[src/histPkg.sv]
package histPkg;

    // raw sample width from the front end
    parameter int SAMPLE_W = 8;

    // bin address width, same for both passes
    parameter int BIN_W = 4;
    parameter int NUM_BINS = 1 << BIN_W;

    // coarse bin spans 16 codes
    parameter int COARSE_SHIFT = 4;
    parameter int COARSE_SPAN = 1 << COARSE_SHIFT;

    // fine window is one code per bin
    parameter int WIN_SIZE = NUM_BINS;
    parameter int WIN_HALF = WIN_SIZE / 2;

    // highest low limit that keeps the window inside the code range
    parameter int WIN_LOW_MAX = (1 << SAMPLE_W) - WIN_SIZE;

    // count field is sized for the widest supported CNT_W
    parameter int MAX_CNT_W = 8;

    // which histogram is being built
    typedef enum logic {
        PASS_COARSE = 1'b0,
        PASS_FINE   = 1'b1
    } passT;

    // fine window limits, both inclusive
    typedef struct packed {
        logic [SAMPLE_W-1:0] low;
        logic [SAMPLE_W-1:0] high;
    } windowT;

    // peak bin and its count
    // only the low CNT_W bits of count are meaningful
    typedef struct packed {
        logic [BIN_W-1:0]     bin;
        logic [MAX_CNT_W-1:0] count;
    } peakT;

endpackage

[src/binMapper.sv]
`timescale 1ns/1ps

module binMapper
    import histPkg::*;
(
    input  logic [SAMPLE_W-1:0] sample,
    input  passT                pass,
    input  windowT              window,
    output logic [BIN_W-1:0]    binAddr,
    output logic                inWindow
);

    // distance of the sample from the window start
    logic [SAMPLE_W-1:0] offset;
    logic                aboveLow;
    logic                belowHigh;

    // wraps for samples under the window, masked by inWindow then
    assign offset = sample - window.low;

    // both limits inclusive
    assign aboveLow  = (sample >= window.low);
    assign belowHigh = (sample <= window.high);

    always_comb begin
        if (pass == PASS_COARSE) begin
            // coarse bin is just the top bits of the code
            binAddr  = BIN_W'(sample >> COARSE_SHIFT);
            // every sample lands somewhere in the coarse pass
            inWindow = 1'b1;
        end else begin
            // one code per bin inside the window
            binAddr  = offset[BIN_W-1:0];
            // out-of-window samples still count toward N_SAMPLES upstream
            inWindow = aboveLow && belowHigh;
        end
    end

endmodule

[src/histAccumulator.sv]
`timescale 1ns/1ps

module histAccumulator
    import histPkg::*;
#(
    parameter int N_SAMPLES = 32,
    parameter int CNT_W     = $clog2(N_SAMPLES + 1)
) (
    input  logic             clk,
    input  logic             rst,
    input  logic             wrEn,
    input  logic [BIN_W-1:0] binAddr,
    input  logic             inWindow,
    output logic             passDone,
    output passT             pass,
    output logic             ready,
    input  logic [BIN_W-1:0] rdAddr,
    output logic [CNT_W-1:0] rdCount,
    input  logic             peakDone
);

    typedef enum logic [1:0] {
        CLEARING = 2'd0,
        COUNTING = 2'd1,
        SCANNING = 2'd2
    } stateT;

    stateT state;

    // bin counters, wiped by the clear sweep instead of reset
    logic [CNT_W-1:0] binCount [NUM_BINS];

    // clear sweep pointer
    logic [BIN_W-1:0] clrAddr;

    // accepted samples in this pass, including out-of-window ones
    logic [CNT_W-1:0] sampleCnt;

    logic accept;
    logic lastSample;
    logic lastClear;

    // samples only taken while counting
    assign ready  = (state == COUNTING);
    assign accept = wrEn && ready;

    assign lastSample = (sampleCnt == CNT_W'(N_SAMPLES - 1));
    assign lastClear  = (clrAddr == BIN_W'(NUM_BINS - 1));

    // scan port, async read of the counter array
    assign rdCount = binCount[rdAddr];

    // control FSM
    always_ff @(posedge clk) begin
        if (rst) begin
            state     <= CLEARING;
            clrAddr   <= '0;
            sampleCnt <= '0;
            pass      <= PASS_COARSE;
            passDone  <= 1'b0;
        end else begin
            passDone <= 1'b0;
            case (state)
                CLEARING: begin
                    // one counter per cycle, 16 cycles total
                    clrAddr <= clrAddr + 1'b1;
                    if (lastClear) begin
                        state <= COUNTING;
                    end
                end
                COUNTING: begin
                    if (accept) begin
                        if (lastSample) begin
                            // pass full, hand over to the peak scan
                            sampleCnt <= '0;
                            passDone  <= 1'b1;
                            state     <= SCANNING;
                        end else begin
                            sampleCnt <= sampleCnt + 1'b1;
                        end
                    end
                end
                SCANNING: begin
                    // scan finished, wipe and flip pass
                    if (peakDone) begin
                        state   <= CLEARING;
                        clrAddr <= '0;
                        if (pass == PASS_COARSE) begin
                            pass <= PASS_FINE;
                        end else begin
                            pass <= PASS_COARSE;
                        end
                    end
                end
                default: begin
                    state <= CLEARING;
                end
            endcase
        end
    end

    // counter array update
    always_ff @(posedge clk) begin
        if (state == CLEARING) begin
            binCount[clrAddr] <= '0;
        end else if (accept && inWindow) begin
            // no saturation needed, a bin never exceeds N_SAMPLES
            binCount[binAddr] <= binCount[binAddr] + 1'b1;
        end
    end

endmodule

[src/histPeakTop.sv]
`timescale 1ns/1ps

module histPeakTop
    import histPkg::*;
#(
    parameter int N_SAMPLES = 32,
    parameter int CNT_W     = $clog2(N_SAMPLES + 1)
) (
    input  logic                clk,
    input  logic                rst,
    input  logic                wrEn,
    input  logic [SAMPLE_W-1:0] sample,
    output logic                ready,
    output logic                coarseDone,
    output peakT                coarsePeak,
    output logic                resultValid,
    output peakT                result,
    output logic [SAMPLE_W-1:0] peakCode
);

    logic [BIN_W-1:0] binAddr;
    logic             inWindow;
    passT             pass;
    windowT           window;
    logic             passDone;
    logic [BIN_W-1:0] rdAddr;
    logic [CNT_W-1:0] rdCount;
    logic             peakDone;
    peakT             peak;
    logic             load;

    // pass still holds the old value during peakDone
    assign load        = peakDone && (pass == PASS_COARSE);
    assign coarseDone  = load;
    assign resultValid = peakDone && (pass == PASS_FINE);

    // same scan result feeds both outputs
    assign coarsePeak = peak;
    assign result     = peak;

    // fine bin back to an absolute code
    assign peakCode = window.low + SAMPLE_W'(peak.bin);

    binMapper u_binMapper (
        .sample   (sample),
        .pass     (pass),
        .window   (window),
        .binAddr  (binAddr),
        .inWindow (inWindow)
    );

    histAccumulator #(
        .N_SAMPLES (N_SAMPLES),
        .CNT_W     (CNT_W)
    ) u_histAccumulator (
        .clk      (clk),
        .rst      (rst),
        .wrEn     (wrEn),
        .binAddr  (binAddr),
        .inWindow (inWindow),
        .passDone (passDone),
        .pass     (pass),
        .ready    (ready),
        .rdAddr   (rdAddr),
        .rdCount  (rdCount),
        .peakDone (peakDone)
    );

    peakFinder #(
        .CNT_W (CNT_W)
    ) u_peakFinder (
        .clk      (clk),
        .rst      (rst),
        .passDone (passDone),
        .rdAddr   (rdAddr),
        .rdCount  (rdCount),
        .peakDone (peakDone),
        .peak     (peak)
    );

    windowCalc u_windowCalc (
        .clk       (clk),
        .rst       (rst),
        .load      (load),
        .coarseBin (peak.bin),
        .window    (window)
    );

endmodule

[src/peakFinder.sv]
`timescale 1ns/1ps

module peakFinder
    import histPkg::*;
#(
    parameter int CNT_W = 6
) (
    input  logic             clk,
    input  logic             rst,
    input  logic             passDone,
    output logic [BIN_W-1:0] rdAddr,
    input  logic [CNT_W-1:0] rdCount,
    output logic             peakDone,
    output peakT             peak
);

    logic scanning;
    logic lastRead;
    logic larger;

    // running maximum
    logic [BIN_W-1:0] maxBin;
    logic [CNT_W-1:0] maxCount;

    // final read is bin 15
    assign lastRead = scanning && (rdAddr == BIN_W'(NUM_BINS - 1));

    // strict compare, so ties keep the lower bin
    assign larger = (rdCount > maxCount);

    // scan sequencing
    always_ff @(posedge clk) begin
        if (rst) begin
            scanning <= 1'b0;
            rdAddr   <= '0;
            peakDone <= 1'b0;
        end else begin
            // done one cycle after the last read
            peakDone <= lastRead;
            if (passDone) begin
                scanning <= 1'b1;
                rdAddr   <= '0;
            end else if (scanning) begin
                rdAddr <= rdAddr + 1'b1;
                if (lastRead) begin
                    scanning <= 1'b0;
                end
            end
        end
    end

    // maximum tracking
    always_ff @(posedge clk) begin
        if (passDone) begin
            // empty histogram reports bin 0 with count 0
            maxBin   <= '0;
            maxCount <= '0;
        end else if (scanning && larger) begin
            maxBin   <= rdAddr;
            maxCount <= rdCount;
        end
    end

    // upper count bits stay zero
    assign peak = '{bin: maxBin, count: MAX_CNT_W'(maxCount)};

endmodule

[src/windowCalc.sv]
`timescale 1ns/1ps

module windowCalc
    import histPkg::*;
(
    input  logic             clk,
    input  logic             rst,
    input  logic             load,
    input  logic [BIN_W-1:0] coarseBin,
    output windowT           window
);

    // signed so the bin 0 case goes negative before clamping
    int                  lowRaw;
    logic [SAMPLE_W-1:0] lowClamped;

    always_comb begin
        // first code of the coarse bin, pulled back by half a window
        lowRaw = int'(coarseBin) * COARSE_SPAN - WIN_HALF;
        if (lowRaw < 0) begin
            lowClamped = '0;
        end else if (lowRaw > WIN_LOW_MAX) begin
            lowClamped = SAMPLE_W'(WIN_LOW_MAX);
        end else begin
            lowClamped = SAMPLE_W'(lowRaw);
        end
    end

    // held until the next coarse peak
    always_ff @(posedge clk) begin
        if (rst) begin
            window <= '0;
        end else if (load) begin
            window.low  <= lowClamped;
            // high never wraps since low is at most 240
            window.high <= lowClamped + SAMPLE_W'(WIN_SIZE - 1);
        end
    end

endmodule

[config.mk]
export PLATFORM = sky130hd
export DESIGN_NAME = histPeakTop
export DESIGN_NICKNAME = d
export VERILOG_FILES = /design/src/histPkg.sv /design/src/binMapper.sv /design/src/histAccumulator.sv /design/src/histPeakTop.sv /design/src/peakFinder.sv /design/src/windowCalc.sv
export SDC_FILE = /design/constraint.sdc
export NUM_CORES = 1
export LEC_CHECK = 0
export CAP_MARGIN = 20
export CORE_UTILIZATION = 50
export DETAILED_ROUTE_END_ITERATION = 6
export DONT_BUFFER_PORTS = 1
export PLACE_DENSITY = 0.77
export SYNTH_ARGS = -nofsm -noshare
export SYNTH_HDL_FRONTEND = slang
export SYNTH_SLANG_ARGS = --single-unit
export TNS_END_PERCENT = 1
[constraint.sdc]
create_clock -name clk -period 4.92 [get_ports clk]
set_clock_uncertainty 0.05 [all_clocks]
set_input_delay 0.984 -clock clk [delete_from_list [all_inputs] [get_ports clk]]
set_output_delay 0.984 -clock clk [all_outputs]
set_load 0.005 [all_outputs]
# ---- After elaboration in Yosys (flattened, before gate mapping)
# Memories as Yosys holds them, arrays and structs flattened. A register that Yosys moved wholly into a read port is not among the register bits.
# Cells that the tools add are included.
dict set report op_classes {
  addsub 8
  reduce_logical 16
  n_mux 27
  n_eq_ne 9
  n_lt_le_gt_ge 5
  n_bitwise 3
}
# cell count
set op_table {}
lappend op_table {{32-bit by 9-bit greater-than comparator with 1-bit output (second input constant)} 1}
lappend op_table {{32-bit by 1-bit < comparator with 1-bit output (second input constant)} 1}
lappend op_table {{4-bit 2-to-1 mux} 5}
lappend op_table {{8-bit 2-to-1 mux} 2}
lappend op_table {{6-bit by 1-bit adder with 6-bit output (second input constant)} 2}
lappend op_table {{1-bit 2-to-1 mux} 12}
lappend op_table {{6-bit 2-to-1 mux} 2}
lappend op_table {{8-bit by 4-bit subtractor with 9-bit output (second input constant)} 1}
lappend op_table {{4-bit by 1-bit adder with 4-bit output (second input constant)} 2}
lappend op_table {{8-bit by 4-bit adder with 8-bit output} 1}
lappend op_table {{8-bit by 4-bit adder with 8-bit output (second input constant)} 1}
lappend op_table {{4-bit equality test (second input constant)} 2}
lappend op_table {{8-bit greater-or-equal comparator} 1}
lappend op_table {{8-bit less-or-equal comparator} 1}
lappend op_table {{2-bit 2-to-1 mux} 4}
lappend op_table {{4-bit one-hot mux with 2 select lines} 1}
lappend op_table {{1-bit logical AND} 7}
lappend op_table {{6-bit by 5-bit equality test with 1-bit output (second input constant)} 1}
lappend op_table {{6-bit greater-than comparator} 1}
lappend op_table {{2-bit one-hot mux with 3 select lines} 1}
lappend op_table {{2-bit AND reduction} 3}
lappend op_table {{6-bit OR reduction} 1}
lappend op_table {{2-bit by 1-bit != test with 1-bit output (second input constant)} 2}
lappend op_table {{2-bit != test (second input constant)} 2}
lappend op_table {{9 further kinds} 11}
dict set report totals {
  in_bits 11
  register_bits 46
  word_cells 81
  output_inout_bits 35
  ram_bits 96
  memories 1
}
# memory depth width rd rd_clocked_by_memory_dff write_ports line
set memory_table {}
lappend memory_table {u_histAccumulator.binCount 16 6 2 1 1 histAccumulator.sv:31} ;# logic [CNT_W-1:0] binCount [NUM_BINS];

# ---- Depth between registers and ports, before layout
dict set report depth {
  depth_word 9
  mapped_depth 14
  mapped_depth_nobuf 11
}

# ---- By module
# A second synthesis with hierarchy kept.
dict set report hier_totals {
  cells_unflattened 602
  hier_area_um2 7659.8
}
# module instances cells_each area_per_inst_um2 seq_area_each_um2
set by_module_without_submodules {}
lappend by_module_without_submodules {histAccumulator 1 314 5267.6 3163.0}
lappend by_module_without_submodules {peakFinder 1 90 847.1 320.3}
lappend by_module_without_submodules {windowCalc 1 88 715.7 220.2}
lappend by_module_without_submodules {binMapper 1 68 505.5 0.0}
lappend by_module_without_submodules {histPeakTop 1 42 324.1 0.0}

# ---- Least setup slack after synthesis
# No wires, ideal clock.
dict set report synth_timing {
  kind {register -> register}
  startpoint {register (tool-made name)}
  endpoint {register u_peakFinder.maxCount[3]}
  arrival_ps 3461
  path_buffers 3
  synth_period_minus_slack_ps 3638
  t_required_ps 4742
  setup_slack_ps 1282
  setup_time_ps 128
  path_stages_with_launch 14
  cell_sequence {dfxtp_1 > clkbuf_1 > buf_2 > mux4_2 > mux4_2 > ha_1 > nor2b_1 > o21a_1 > o21bai_1 > a21oi_1 > clkbuf_1 > nor2_1 > a21oi_1 > nor2_1}
}
# element line
set synth_lines {}
lappend synth_lines {{end signal, assigned} peakFinder.sv:60} ;# maxCount <= rdCount;
lappend synth_lines {{end, declared} peakFinder.sv:23} ;# logic [CNT_W-1:0] maxCount;

# ---- Final worst setup path
dict set report layout_timing {
  startpoint {register u_histAccumulator.pass}
  endpoint {memory u_histAccumulator.binCount[13][5], data pin}
}
dict set report layout_between {
  elab_chain_cells 7
  word_cells_on_any_way 10
  classes_between {add/sub: 1; mux: 6; reduce/logical: 2; memory: 1}
}
# element line
set layout_lines {}
lappend layout_lines {{start, declared} histAccumulator.sv:15} ;# output passT pass,
lappend layout_lines {{start signal, assigned} histAccumulator.sv:59} ;# pass <= PASS_COARSE;
lappend layout_lines {{start signal, assigned} histAccumulator.sv:89} ;# pass <= PASS_FINE;
lappend layout_lines {{start signal, assigned} histAccumulator.sv:91} ;# pass <= PASS_COARSE;
lappend layout_lines {{branches (longest 6 deep; another with memory 16 x 6 bit)} --}
lappend layout_lines {{6-bit 2-to-1 mux (no source line) (*)} --}
lappend layout_lines {{end, declared} histAccumulator.sv:31}
# Mark *: on every way between the ends.

==> metrics <==
startpoint types=flop; Setup crit end kind=flop; measured slew at the worst slew-check pin=1.24 ns; worst setup path start=u_histAccumulator.pass; grt total ovfl=0; Peak VDD IR=0.000259 V; Rel. slew slack=0.172; RSZ-0062 raised after global routing=false; number of diodes=0; row cnt=44; DRT Pass-1 Iters=5; Slew Viols, Final=0; Gate Count Post-Synth=608; vias in the first global route=5322; most frequent cells after synthesis=edfxtp_1 (96), nor2_1 (48), dfxtp_1 (45); flops & latches, synth=141; post-CTS setup buffers=0; CTS tree=built; initial core utilization=0.514; gr usage total=0.269; Die W=124 microns; Async S/R FF share, synth=0; Register Area=3780 sq um; Layout Cells excl Fill=810; root buf cell=clkbuf_16; area of the multi-input gates=3270 sq um; FF-to-FF End=u_histAccumulator.binCount[13][5]; WL/cell=23.4 microns; Antenna Nets Post-Route=0; top-area cell type share of the netlist area=0.386; iteration-0 DRC count of the detailed router=764; ys flop type=edfxtp_1; Synth Cell Area=7460 sq um; CP max-delay cell=dfxtp_1; fillers=1113; sequential fraction of the synthesis area=0.507; fin crit share=0.735; dpl cells=779; Die Span Y=124 microns; # hold bufs at CTS=0; Clk pin slew, worst setup/hold paths=0.06 ns; Fin. Hold Viols=0; Leak=2.96 nW; Worst R2R Path Depth=8; largest area contributor in the netlist=edfxtp_1; # Max-Cap Violations=0; Area Growth Syn to Fin=12.0%; critical path's largest stage delay=0.69 ns; via count=5289; Worst Path Max Fanout=30; H-tree levels=4; FF-to-FF Start=u_histAccumulator.pass; arrival time worst endpoint=3.74 ns; min cycle time layout=3.62 ns; # setup viols final=0; global-route wire length before repair=29500 microns; Core ar.=14500 sq um; pin count of the biggest net entering global routing=31; Setup crit end=u_histAccumulator.binCount[13][5]; gpl congestion=0.971; setup TNS=0 ns; final WL=19000 microns; hold crit path type=flop to flop; nets=654; dpl hpwl=13100 microns; vias per inst=6.53; top-count cell post-synth=edfxtp_1; share of layout cells above drive strength 1=0.181; Port Buffers=0; worst-skew pair later-pin latency=0.43 ns; IO Pins=46; synth warn=0; Max Freq=0.277 GHz; critical path cell sequence=mux2_4 > mux4_1 > a222oi_1 > and3_1 > a31o_2 > nand4_1 > nor3b_2 > buf_4; initial antenna violation count=0; Setup CP Type=flop to flop; DRC=0; number of flops mapped to enable cells by yosys=96; setup slack, reg-to-reg=1.30 ns; cells taking the most area after synthesis=edfxtp_1 (39%), mux4_2 (12%), dfxtp_1 (12%); post-CTS resize count=0; Clock Sinks=141; die area=15400 sq um; synthesized area per cell=12.3 sq um; status=complete, no violations; Synth cell types=55; Critical Path RT=5.04 ns; CTS Buffer Depth=2; total CTS buffers=17; pwr dens=358 nW/um^2
## kinds of logic after synthesis
logic type,after synthesis,synth area share
compound gates,104,0.0939
xor+xnor,14,0.0164
fa+ha+maj,28,0.0469
buf+inv,89,0.0572
flops,141,0.507
mux,73,0.179
other cells,1,0.000502
simple gates,158,0.0992
## power breakdown
part           total, mW  switching (mW)  internal [mW]  leakage [nW]
Sequential          1.31          0.0275           1.28          1.13
Clock               1.47           0.481          0.991         0.328
Combinational      0.212           0.123         0.0894          1.50
## metal layers
| layer | wire length [microns] | vias to the layer above | share of wire | global-route usage |
|---|---|---|---|---|
| met3 | 1780 | 56 | 0.094 | 0.0646 |
| met2 | 9370 | 335 | 0.49 | 0.440 |
| met4 | 722 | 0 | 0.038 | 0.154 |
| met1 | 7120 | 2604 | 0.37 | 0.325 |
| li1 | - | 2294 | - | - |
| met5 | 0 | - | 0 | 0 |
## worst max-delay path, delay by kind of cell (launching register included)
kind / cells / cell delay (ns)
simple gates: 3 / 0.50
mux: 2 / 1.29
flops: 1 / 0.69
buf+inv: 1 / 0.17
compound gates: 2 / 0.63
## flip-flops by register name, summed over array words and instances (netlist names), named ones only
register	flops
u_histAccumulator.passDone	1
u_peakFinder.peakDone	1
u_histAccumulator.binCount	96
u_peakFinder.scanning	1
u_windowCalc.window	11
u_histAccumulator.pass	1
u_peakFinder.maxBin	4
u_histAccumulator.state	2
u_peakFinder.maxCount	6
u_peakFinder.rdAddr	4
u_histAccumulator.clrAddr	4
u_histAccumulator.sampleCnt	6
## worst min path at each step
stage | slack, ns | endpoint | start | cells past startpoint
floorplan | 0.38 | u_windowCalc.window[6] | u_windowCalc.window[6] | 2
finish | 0.41 | u_windowCalc.window[6] | u_windowCalc.window[6] | 2
CTS | 0.42 | u_windowCalc.window[4] | u_windowCalc.window[4] | 2
detailed placement | 0.40 | u_windowCalc.window[4] | u_windowCalc.window[4] | 2
global route | 0.44 | u_windowCalc.window[6] | u_windowCalc.window[6] | 2
global placement | 0.39 | u_windowCalc.window[6] | u_windowCalc.window[6] | 2
## placed cells by master, fill, tap and decap left out, types with 3 or more instances in the layout
master and n:
a211oi_1 6, buf_4 32, a21o_1 6, mux4_2 41, clkinv_2 4, xor2_1 6
or3_1 7, nor2_1 48, a222oi_1 3, mux2i_1 24, nor3_1 12, and3_1 3
a22oi_1 5, nand2_1 43, nand4_1 5, nand2b_1 7, nor2b_1 8, ha_1 28
clkbuf_16 17, xnor2_1 8, edfxtp_1 96, a21oi_1 40, a31oi_1 3, conb_1 4
o21ai_0 7, bufinv_16 7, dfxtp_1 45, mux4_1 5, o32ai_1 13, nand3_1 17
o31ai_1 5, inv_1 41
## area by class of cell
type / count / share of cell area
sequential: 141 / 0.453
multi-input combinational: 381 / 0.391
clock buffer: 17 / 0.0509
timing repair buffer: 33 / 0.0305
clock inverter: 13 / 0.0295
tap: 184 / 0.0275
inverter: 41 / 0.0184
## metrics by stage
stage | setup WS [ns] | hold slack [ns] | total power, mW | area [sq um] | util
after floorplan | 1.28 | 0.382 | 1.50 | 7480 | -
after global placement | 1.17 | 0.388 | 1.53 | 7670 | 0.528
after detailed placement | 1.19 | 0.403 | 1.54 | 7670 | 0.528
after CTS | 1.30 | 0.416 | 3.00 | 8350 | 0.574
after global routing | 1.12 | 0.442 | 3.07 | 8360 | 0.575
final | 1.30 | 0.413 | 3.00 | 8360 | 0.575
No activity file was read; power rests on OpenSTA's default activity.
